===== src/dehaze_pkg.sv =====
// Pixel and fixed-point types, mean, omega, transmission and reciprocal constants

package dehaze_pkg;

    // ==================================================
    // Data types
    // ==================================================

    // One 8-bit colour channel
    typedef logic [7:0]  chan_t;

    // RGB pixel, red in [23:16], green in [15:8], blue in [7:0]
    typedef logic [23:0] pixel_t;

    // Inverse atmospheric light, Q0.16
    typedef logic [15:0] inv_q16_t;

    // Transmission, Q0.14
    typedef logic [13:0] trans_q14_t;

    // Reciprocal of the transmission, Q8.8
    typedef logic [15:0] recip_t;

    // ==================================================
    // Window mean
    // ==================================================

    // sum * 7282 >> 16 is close to sum / 9
    localparam logic [12:0] MEAN_MUL   = 13'd7282;
    localparam int          MEAN_SHIFT = 16;

    // ==================================================
    // Transmission
    // ==================================================

    // omega = 63/64, applied as inv - (inv >> 6)
    localparam int         OMEGA_SHIFT = 6;

    // Q8 mean times Q0.16 inverse gives Q0.24, shift down to Q0.14
    localparam int         PROD_SHIFT  = 10;
    localparam trans_q14_t TRANS_ONE   = 14'd16383;

    // ==================================================
    // Reciprocal table and pipeline
    // ==================================================

    localparam int         RECIP_INDEX_BITS = 8;

    // Index floor, roughly t = 0.1
    localparam logic [7:0] T_MIN_INDEX      = 8'd26;

    // Cycles from an accepted window to its output pixel
    localparam int         PIPE_LATENCY     = 7;

endpackage

===== src/dehaze_top.sv =====
// Dehazing pipeline top level connecting the mean, transmission, table and recovery stages
`timescale 1ns/1ns

// Window in, recovered pixel out PIPE_LATENCY (7) cycles later, in input order
module dehaze_top import dehaze_pkg::*; (
    input  logic     clk,
    input  logic     rst,
    input  logic     input_valid,
    input  pixel_t   input_pixel_1,
    input  pixel_t   input_pixel_2,
    input  pixel_t   input_pixel_3,
    input  pixel_t   input_pixel_4,
    input  pixel_t   input_pixel_5,
    input  pixel_t   input_pixel_6,
    input  pixel_t   input_pixel_7,
    input  pixel_t   input_pixel_8,
    input  pixel_t   input_pixel_9,
    input  chan_t    a_r,
    input  chan_t    a_g,
    input  chan_t    a_b,
    input  inv_q16_t inv_ar,
    input  inv_q16_t inv_ag,
    input  inv_q16_t inv_ab,
    output chan_t    j_r,
    output chan_t    j_g,
    output chan_t    j_b,
    output logic     output_valid
);

    // Mean stage to transmission stage
    chan_t      mean_r, mean_g, mean_b;
    inv_q16_t   inv_r, inv_g, inv_b;
    pixel_t     center_m;
    chan_t      a_r_m, a_g_m, a_b_m;
    logic       valid_m;

    // Transmission stage to table and recovery stage
    trans_q14_t transmission;
    pixel_t     center_t;
    chan_t      a_r_t, a_g_t, a_b_t;
    logic       valid_t;

    recip_t     recip;

    window_mean_stage u_mean (
        .clk(clk), .rst(rst), .input_valid(input_valid),
        .p1(input_pixel_1), .p2(input_pixel_2), .p3(input_pixel_3),
        .p4(input_pixel_4), .p5(input_pixel_5), .p6(input_pixel_6),
        .p7(input_pixel_7), .p8(input_pixel_8), .p9(input_pixel_9),
        .a_r(a_r), .a_g(a_g), .a_b(a_b),
        .inv_ar(inv_ar), .inv_ag(inv_ag), .inv_ab(inv_ab),
        .mean_r(mean_r), .mean_g(mean_g), .mean_b(mean_b),
        .inv_r(inv_r), .inv_g(inv_g), .inv_b(inv_b),
        .center(center_m),
        .a_r_o(a_r_m), .a_g_o(a_g_m), .a_b_o(a_b_m),
        .valid(valid_m)
    );

    transmission_stage u_trans (
        .clk(clk), .rst(rst), .valid_in(valid_m),
        .mean_r(mean_r), .mean_g(mean_g), .mean_b(mean_b),
        .inv_r(inv_r), .inv_g(inv_g), .inv_b(inv_b),
        .center(center_m),
        .a_r(a_r_m), .a_g(a_g_m), .a_b(a_b_m),
        .transmission(transmission),
        .center_o(center_t),
        .a_r_o(a_r_t), .a_g_o(a_g_t), .a_b_o(a_b_t),
        .valid(valid_t)
    );

    // Lookup runs alongside the first recovery level
    reciprocal_lut u_recip (
        .clk(clk), .rst(rst),
        .transmission(transmission),
        .recip(recip)
    );

    scene_recovery_stage u_recover (
        .clk(clk), .rst(rst), .valid_in(valid_t),
        .center(center_t),
        .a_r(a_r_t), .a_g(a_g_t), .a_b(a_b_t),
        .recip(recip),
        .j_r(j_r), .j_g(j_g), .j_b(j_b),
        .valid(output_valid)
    );

endmodule


===== src/scene_recovery_stage.sv =====
// Scene recovery: absolute difference, reciprocal scaling, add or subtract and clamp
`timescale 1ns/1ns

module scene_recovery_stage import dehaze_pkg::*; (
    input  logic   clk,
    input  logic   rst,
    input  logic   valid_in,
    input  pixel_t center,
    input  chan_t  a_r,
    input  chan_t  a_g,
    input  chan_t  a_b,
    input  recip_t recip,
    output chan_t  j_r,
    output chan_t  j_g,
    output chan_t  j_b,
    output logic   valid
);

    // Index 0 is red throughout
    chan_t       pix [3];
    chan_t       a_in [3];
    chan_t       diff_d [3];
    logic        ge_d [3];

    // Level 1, aligned with the table lookup
    chan_t       diff_q [3];
    logic        ge_q [3];
    chan_t       a_q [3];
    logic        valid_q;

    logic [23:0] prod [3];
    chan_t       mult_d [3];

    // Level 2
    chan_t       mult_q [3];
    logic        ge_q2 [3];
    chan_t       a_q2 [3];
    logic        valid_q2;

    logic [8:0]  add_sum [3];
    chan_t       out_d [3];

    assign pix[0]  = center[23:16];
    assign pix[1]  = center[15:8];
    assign pix[2]  = center[7:0];
    assign a_in[0] = a_r;
    assign a_in[1] = a_g;
    assign a_in[2] = a_b;

    // ==================================================
    // |I - A| and direction
    // ==================================================

    always_comb begin
        for (int c = 0; c < 3; c++) begin
            ge_d[c]   = (pix[c] >= a_in[c]);
            diff_d[c] = ge_d[c] ? pix[c] - a_in[c] : a_in[c] - pix[c];
        end
    end

    always_ff @(posedge clk) begin
        diff_q <= diff_d;
        ge_q   <= ge_d;
        a_q    <= a_in;
    end

    // ==================================================
    // Scale by 1/t, drop the Q8.8 fraction
    // ==================================================

    always_comb begin
        for (int c = 0; c < 3; c++) begin
            prod[c]   = diff_q[c] * recip;
            mult_d[c] = (prod[c][23:16] != 8'd0) ? 8'd255 : prod[c][15:8];
        end
    end

    always_ff @(posedge clk) begin
        mult_q <= mult_d;
        ge_q2  <= ge_q;
        a_q2   <= a_q;
    end

    // ==================================================
    // J = A +/- scaled difference, clamped
    // ==================================================

    always_comb begin
        for (int c = 0; c < 3; c++) begin
            add_sum[c] = {1'b0, a_q2[c]} + {1'b0, mult_q[c]};
            if (ge_q2[c]) begin
                out_d[c] = add_sum[c][8] ? 8'd255 : add_sum[c][7:0];
            end else begin
                out_d[c] = (mult_q[c] > a_q2[c]) ? 8'd0 : a_q2[c] - mult_q[c];
            end
        end
    end

    always_ff @(posedge clk) begin
        if (rst) begin
            valid_q  <= 1'b0;
            valid_q2 <= 1'b0;
            valid    <= 1'b0;
            j_r      <= '0;
            j_g      <= '0;
            j_b      <= '0;
        end else begin
            valid_q  <= valid_in;
            valid_q2 <= valid_q;
            valid    <= valid_q2;
            j_r      <= out_d[0];
            j_g      <= out_d[1];
            j_b      <= out_d[2];
        end
    end

endmodule


===== src/reciprocal_lut.sv =====
// Registered 256-entry table of Q8.8 transmission reciprocals with a lower floor
`timescale 1ns/1ns

module reciprocal_lut import dehaze_pkg::*; (
    input  logic       clk,
    input  logic       rst,
    input  trans_q14_t transmission,
    output recip_t     recip
);

    localparam int ENTRIES = 2 ** RECIP_INDEX_BITS;

    recip_t                      rom [ENTRIES];
    logic [RECIP_INDEX_BITS-1:0] idx;

    // 1/t in Q8.8 is 65536 / k for t = k/256, small k clamped to the floor
    function automatic recip_t recip_entry(input int k);
        int divisor;
        divisor = (k < int'(T_MIN_INDEX)) ? int'(T_MIN_INDEX) : k;
        return recip_t'(65536 / divisor);
    endfunction

    for (genvar k = 0; k < ENTRIES; k++) begin : g_rom
        assign rom[k] = recip_entry(k);
    end

    // Top bits of the transmission select the entry
    assign idx = transmission[$bits(trans_q14_t)-1 -: RECIP_INDEX_BITS];

    always_ff @(posedge clk) begin
        if (rst) begin
            recip <= '0;
        end else begin
            recip <= rom[idx];
        end
    end

endmodule


===== src/transmission_stage.sv =====
// Dark-channel minimum selection, Q0.14 product and transmission register
`timescale 1ns/1ns

module transmission_stage import dehaze_pkg::*; (
    input  logic       clk,
    input  logic       rst,
    input  logic       valid_in,
    input  chan_t      mean_r,
    input  chan_t      mean_g,
    input  chan_t      mean_b,
    input  inv_q16_t   inv_r,
    input  inv_q16_t   inv_g,
    input  inv_q16_t   inv_b,
    input  pixel_t     center,
    input  chan_t      a_r,
    input  chan_t      a_g,
    input  chan_t      a_b,
    output trans_q14_t transmission,
    output pixel_t     center_o,
    output chan_t      a_r_o,
    output chan_t      a_g_o,
    output chan_t      a_b_o,
    output logic       valid
);

    chan_t       min_mean;
    inv_q16_t    min_inv;
    logic [23:0] prod;
    logic [23:0] prod_shift;
    trans_q14_t  prod_sat;

    // First register level
    trans_q14_t  prod_q;
    pixel_t      center_q;
    chan_t       a_q [3];
    logic        valid_q;

    // ==================================================
    // Minimum channel and product
    // ==================================================

    always_comb begin
        // On a tie red wins over green, green over blue
        if (mean_r <= mean_g && mean_r <= mean_b) begin
            min_mean = mean_r;
            min_inv  = inv_r;
        end else if (mean_g <= mean_b) begin
            min_mean = mean_g;
            min_inv  = inv_g;
        end else begin
            min_mean = mean_b;
            min_inv  = inv_b;
        end

        prod       = min_mean * min_inv;
        prod_shift = prod >> PROD_SHIFT;
        if (prod_shift > TRANS_ONE) begin
            prod_sat = TRANS_ONE;
        end else begin
            prod_sat = trans_q14_t'(prod_shift);
        end
    end

    always_ff @(posedge clk) begin
        prod_q   <= prod_sat;
        center_q <= center;
        a_q[0]   <= a_r;
        a_q[1]   <= a_g;
        a_q[2]   <= a_b;
    end

    // ==================================================
    // Transmission, t = 1 - product
    // ==================================================

    always_ff @(posedge clk) begin
        transmission <= TRANS_ONE - prod_q;
        center_o     <= center_q;
        a_r_o        <= a_q[0];
        a_g_o        <= a_q[1];
        a_b_o        <= a_q[2];
    end

    always_ff @(posedge clk) begin
        if (rst) begin
            valid_q <= 1'b0;
            valid   <= 1'b0;
        end else begin
            valid_q <= valid_in;
            valid   <= valid_q;
        end
    end

endmodule


===== src/window_mean_stage.sv =====
// Window input registers, per-channel 3x3 means and omega scaling of the inverse light
`timescale 1ns/1ns

module window_mean_stage import dehaze_pkg::*; (
    input  logic     clk,
    input  logic     rst,
    input  logic     input_valid,
    input  pixel_t   p1,
    input  pixel_t   p2,
    input  pixel_t   p3,
    input  pixel_t   p4,
    input  pixel_t   p5,
    input  pixel_t   p6,
    input  pixel_t   p7,
    input  pixel_t   p8,
    input  pixel_t   p9,
    input  chan_t    a_r,
    input  chan_t    a_g,
    input  chan_t    a_b,
    input  inv_q16_t inv_ar,
    input  inv_q16_t inv_ag,
    input  inv_q16_t inv_ab,
    output chan_t    mean_r,
    output chan_t    mean_g,
    output chan_t    mean_b,
    output inv_q16_t inv_r,
    output inv_q16_t inv_g,
    output inv_q16_t inv_b,
    output pixel_t   center,
    output chan_t    a_r_o,
    output chan_t    a_g_o,
    output chan_t    a_b_o,
    output logic     valid
);

    // First register level, index 0 is red
    pixel_t      win_q [9];
    chan_t       a_q [3];
    inv_q16_t    inv_q [3];
    logic        valid_q;

    logic [11:0] sum [3];
    logic [24:0] scaled [3];
    chan_t       mean_d [3];
    inv_q16_t    inv_d [3];

    // ==================================================
    // Input registers
    // ==================================================

    always_ff @(posedge clk) begin
        win_q[0] <= p1;
        win_q[1] <= p2;
        win_q[2] <= p3;
        win_q[3] <= p4;
        win_q[4] <= p5;
        win_q[5] <= p6;
        win_q[6] <= p7;
        win_q[7] <= p8;
        win_q[8] <= p9;
        a_q[0]   <= a_r;
        a_q[1]   <= a_g;
        a_q[2]   <= a_b;
        inv_q[0] <= inv_ar;
        inv_q[1] <= inv_ag;
        inv_q[2] <= inv_ab;
    end

    always_ff @(posedge clk) begin
        if (rst) begin
            valid_q <= 1'b0;
        end else begin
            valid_q <= input_valid;
        end
    end

    // ==================================================
    // Means and omega scaling
    // ==================================================

    always_comb begin
        for (int c = 0; c < 3; c++) begin
            sum[c] = '0;
            for (int k = 0; k < 9; k++) begin
                sum[c] = sum[c] + 12'(win_q[k][8*(2-c) +: 8]);
            end
            // Divide by nine through a reciprocal multiply
            scaled[c] = sum[c] * MEAN_MUL;
            mean_d[c] = chan_t'(scaled[c] >> MEAN_SHIFT);
            inv_d[c]  = inv_q[c] - (inv_q[c] >> OMEGA_SHIFT);
        end
    end

    always_ff @(posedge clk) begin
        mean_r <= mean_d[0];
        mean_g <= mean_d[1];
        mean_b <= mean_d[2];
        inv_r  <= inv_d[0];
        inv_g  <= inv_d[1];
        inv_b  <= inv_d[2];
        center <= win_q[4];
        a_r_o  <= a_q[0];
        a_g_o  <= a_q[1];
        a_b_o  <= a_q[2];
    end

    always_ff @(posedge clk) begin
        if (rst) begin
            valid <= 1'b0;
        end else begin
            valid <= valid_q;
        end
    end

endmodule


===== config.mk =====
export PLATFORM = sky130hd
export DESIGN_NAME = dehaze_top
export DESIGN_NICKNAME = d
export VERILOG_FILES = /design/src/dehaze_pkg.sv /design/src/dehaze_top.sv /design/src/scene_recovery_stage.sv /design/src/reciprocal_lut.sv /design/src/transmission_stage.sv /design/src/window_mean_stage.sv
export SDC_FILE = /design/constraint.sdc
export NUM_CORES = 2
export LEC_CHECK = 0
export ABC_AREA = 1
export BUFFER_PORTS_ARGS = -buffer_cell sky130_fd_sc_hd__buf_2
export CORE_MARGIN = 4
export CORE_UTILIZATION = 55
export DETAILED_ROUTE_END_ITERATION = 10
export PLACE_DENSITY_LB_ADDON = 0.12
export SLEW_MARGIN = 25
export SYNTH_ARGS = -nofsm -noshare
export SYNTH_HDL_FRONTEND = slang
export SYNTH_SLANG_ARGS = --single-unit

===== constraint.sdc =====
create_clock -name clk -period 26.8 [get_ports clk]
set_input_delay 0 -clock clk [delete_from_list [all_inputs] [get_ports clk]]
set_output_delay 0 -clock clk [all_outputs]
set_load 0.05 [all_outputs]

# Yosys cells after proc, flatten, opt, wreduce, memory -nomap -nowiden
# Memories as Yosys holds them, arrays and structs flattened. A register that Yosys moved wholly into a read port is not among the register bits.
# Cells that the tools add are included.
word_totals:
  register_bits: 305
  ramBits: 312
  mem_bits_ro: 4096
  output_inout_bits: 25
  word_cells: 122
  memories: 5
classes:
  n_addsub: 40
  n_mul: 7
  n_lt_le_gt_ge: 10
  mux: 16
  bitwise: 1
  reduce_logical: 4
mem_list:
  columns: ["name", "depth", "word_bits", "rd", "rd_clocked_by_memory_dff", "write_ports", "line", "text"]
  rows:
  - ["(name not given)", 256, 16, 1, 1, 0, "reciprocal_lut.sv:34", "recip <= rom[idx];"]
  - ["u_mean.win_q", 9, 24, 9, 0, 9, "window_mean_stage.sv:37", "pixel_t win_q [9];"]
  - ["u_mean.inv_q", 3, 16, 3, 0, 3, "window_mean_stage.sv:39", "inv_q16_t inv_q [3];"]
  - ["u_mean.a_q", 3, 8, 3, 3, 3, "window_mean_stage.sv:38", "chan_t a_q [3];"]
  - ["u_trans.a_q", 3, 8, 3, 3, 3, "transmission_stage.sv:35", "chan_t a_q [3];"]
ops:
  columns: ["operator", "n"]
  rows:
  - ["$add A12 B8 Y12", 21]
  - ["$mux W8", 14]
  - ["$mul A8 B16 Y24", 4]
  - ["$sub A8 B8 Y8", 9]
  - ["$mul A12 B12 Y23 const B", 3]
  - ["$add A8 B8 Y9", 6]
  - ["$sub A16 B10 Y16", 3]
  - ["$mux W16", 2]
  - ["$ge A8 B8 Y1", 3]
  - ["$gt A8 B8 Y1", 3]
  - ["$le A8 B8 Y1", 3]
  - ["$reduce_bool A8 Y1", 3]
  - ["$gt A14 B14 Y1 const B", 1]
  - ["$sub A14 B14 Y14 const A", 1]
  - ["$not A8 Y9", 1]
  - ["$logic_and A1 B1 Y1", 1]

# Longest topological paths before layout
# An unclocked memory read counts as a cell.
logic_depth:
  word_depth: 10
  mapped_depth: 41
  depth_no_buf: 41

# Cells and area by module
# Synthesis repeated with hierarchy kept, for this count alone.
unflattened:
  hier_cells: 6625
  hier_area_um2: 53485.0
modules_own_cells:
  columns: ["mod", "instances", "cells_per_inst", "area_per_inst_um2"]
  rows:
  - ["window_mean_stage", 1, 2388, 22924.5]
  - ["scene_recovery_stage", 1, 2866, 20251.9]
  - ["transmission_stage", 1, 871, 7629.8]
  - ["reciprocal_lut", 1, 500, 2678.8]

# Worst setup path before layout
# OpenSTA, ideal clock, no wires.
synth_timing:
  path_kind: "register to register"
  start: "mem u_mean.win_q[0][16] (netlist bit)"
  end: "reg u_mean.mean_r[7]"
  setup_time_ns: 0.072
  arrival_ns: 8.845
  setup_slack_ns: 17.883
  path_stages_with_launch: 42
  n_path_buf: 0
  period_less_slack_ns: 8.917
  cell_sequence: "dfxtp_1 ha_1 inv_1 fa_1 o21ai_0 a21oi_1 o21ai_0 xnor2_1 inv_1 fa_1 inv_1 fa_1 fa_1 fa_1 inv_1 ha_1 inv_1 nor2_1 [... 6 more ...] inv_1 ha_1 inv_1 fa_1 inv_1 fa_1 inv_1 fa_1 inv_1 ha_1 a21oi_1 o21ai_0 nand2_1 o2111ai_1 nand4_1 nand3_1 a21oi_1 xor2_1"
synth_rtl:
  columns: ["element", "line", "text"]
  rows:
  - ["from (decl)", "window_mean_stage.sv:37", null]
  - ["to (signal assigned)", "window_mean_stage.sv:95", "mean_r <= mean_d[0];"]
  - ["to (decl)", "window_mean_stage.sv:23", "output chan_t mean_r,"]

==> reports/metrics.cfg <==
[critical_path]
crit_type=reg2reg
slowest_stage=fa_1
ff2ff_setup_slack_ns=16.41
cp_slowest_stage_delay_ns=0.55
path_common_cell=inv_1
cp-end-kind=register
crit_path_start_kind=register
path_max_fanout=5
crit_required_ns=27.34
critical_path_arrival_ns=10.94

[clock_tree]
numCtsBuffers=73
cts.clk_slew.worst_paths_ns=0.07
cts-root-buf=clkbuf_16
cts_resized=0
cts_sinks=665
insertion_delay_ns=0.64
cts_tree=done
clock_path_buffers=3
h-tree-depth=3

[grt]
grt_pass1_vias=39400
antenna_found_initial=10
grt_pass1_wl_mm=203
overflow=0
grt_max_degree=45
grt_usage_pct=28.4

[place]
dpl.hpwl_mm=84.6
gp_congestion=0.913
pre_cts_ws_ns=17.23
place_area_um2=49200
portBuffers=315

[routing]
wl_per_cell_um=17.4
wl_mm=125
vias=36700
drt-initial-drc-count=1862
first_pass_iters=6
ant_nets=0
drcViolationCount=0
vias_per_cell=5.09

[timing]
min_period_ns=10.39
grt_setup_unrepaired=no
tns_ns=0
clock_skew_ns=0.0305
slew_violations=0
period_share_pct=38.8
whs_ns=0.00809
max_freq_ghz=0.0962
tightest_slew_ns=1.00
hold_violations=0
setup_slack_ns=16.41
setup_violations=0
slew_headroom_pct=32.6

[layout]
final_area_um2=56900
layout.nets=7384
synthToLayoutAreaGrowth_pct=22.6
drive_gt1_share_pct=8.32
fillers=6367

[yosys]
async_flop_share_pct=0
synth_edf_count=0
synth_area_um2=46400
syn-num-nets=6568
synth-seq-cells=665
synthFlopType=dfxtp_1
syn_avg_cell_area_um2=8.93
ys.warnings.count=0
synthCells=5197
synth_cell_types=64
synth_seq_area_share_pct=28.7

[floorplanning]
num_io_pins=316
dieArea_um2=89100
initial_utilization_pct=55.4
rows=106
core_area_um2=83700
die_w_um=298
die_h_um=298

[hold_path]
hp-class=in2reg

[run]
drv_cap=0

[outcome]
status=completed

## metal layers
metal | global-route usage, % | share of wire, %
met1 | 33.8 | 39
met2 | 50.4 | 50
met3 | 4.21 | 5.4
met4 | 13.4 | 5.0
met5 | 0 | 0.010
## through the flow
step	instances	util, %
finish	7214	68.0
global route	7212	68.0
CTS	7204	67.9
detailed placement	6575	58.8
global placement	6575	58.8
floorplan	5197	-
## placed cells by master, fill, tap and decap left out, drive strengths merged, types with 16 or more instances in the layout
master and instances:
inv 1220, nand2 803, dfxtp 665, ha 582
fa 498, dlygate4sd3 497, buf 336, nor2 294
a21oi 288, o21ai 176, xor2 139, nand3 100
clkbuf 91, xnor2 61, nand4 43, o21bai 35
nor3 31, a211oi 19, o211ai 17, a21o 16
## critical path, delay by kind of cell (launching register included)
family	cells	cell delay (ns)
buf+inv	11	0.84
flops	1	0.34
simple gates	5	0.53
compound gates	9	2.04
xor+xnor	3	0.74
fa+ha+maj	13	5.80
## repair_timing
item,CTS,global route
endpoints found under the hold margin,299,0
buffers inserted,0,0
hold buffers,497,0
## path summary, 6_finish.rpt
path                            depth (start not counted)                   to                start
worst min register to register                          0   u_recover.a_q2[17]    u_recover.a_q[17]
worst max-delay path                                   41     u_mean.mean_r[7]  u_mean.win_q[0][40]
worst max register to register                         41     u_mean.mean_r[7]  u_mean.win_q[0][40]
worst min-delay path                                    2  u_mean.win_q[0][19]    input_pixel_1[19]
## sequential cells by signal, indices dropped and copies added (netlist names), 12 cells and up
name and flops:
u_mean.win_q 216, u_mean.inv_q 48, u_recip.recip 12, u_recover.mult_q 24, u_mean.a_q 24, u_mean.inv_b 16, u_mean.inv_r 16, u_trans.center_o 24
u_trans.a_q 24, u_recover.a_q2 24, u_mean.inv_g 16, u_mean.center 24, u_recover.diff_q 24, u_recover.a_q 24, u_trans.center_q 24
## cells by family (layout without fill, tap and decap cells)
group	after synthesis	after routing	share of synthesized area, %
adder cells (fa/ha/maj)	1080	1080	37.2
XOR/XNOR	200	200	3.79
buffers and inverters	1307	2180	10.6
AND/OR/NAND/NOR	1294	1294	11.5
flip-flops	665	665	28.7
other	0	10	0
multiplexers	9	9	0.197
AO/OA/AOI/OAI	642	642	8.04
## cells in the mapped netlist, drive strengths merged (43+ instances only)
library cell  count  area share [%]
a21oi           288             3.1
clkbuf           71            0.57
dfxtp           665              29
fa              498              21
ha              582              16
inv            1214             9.8
nand2           803             6.6
nand3           100             1.1
nand4            43            0.61
nor2            294             2.4
o21ai           176             1.9
xnor2            61             1.2
xor2            139             2.6
## cell type report
class                   instances  area (um^2)  share of cell area (%)
diodes                         10         25.0                  0.0440
clock buffers                  91         2000                    3.51
clock inverters                41          704                    1.24
inverters                    1215         4560                    8.02
multi-input cells            3225        28100                    49.5
flip-flops and latches        665        13300                    23.4
well taps                    1134         1420                    2.49
repair buffers                833         6710                    11.8
Power is not shown: default switching activity piles up to over one toggle a cycle in this logic, so the estimate is an artifact.
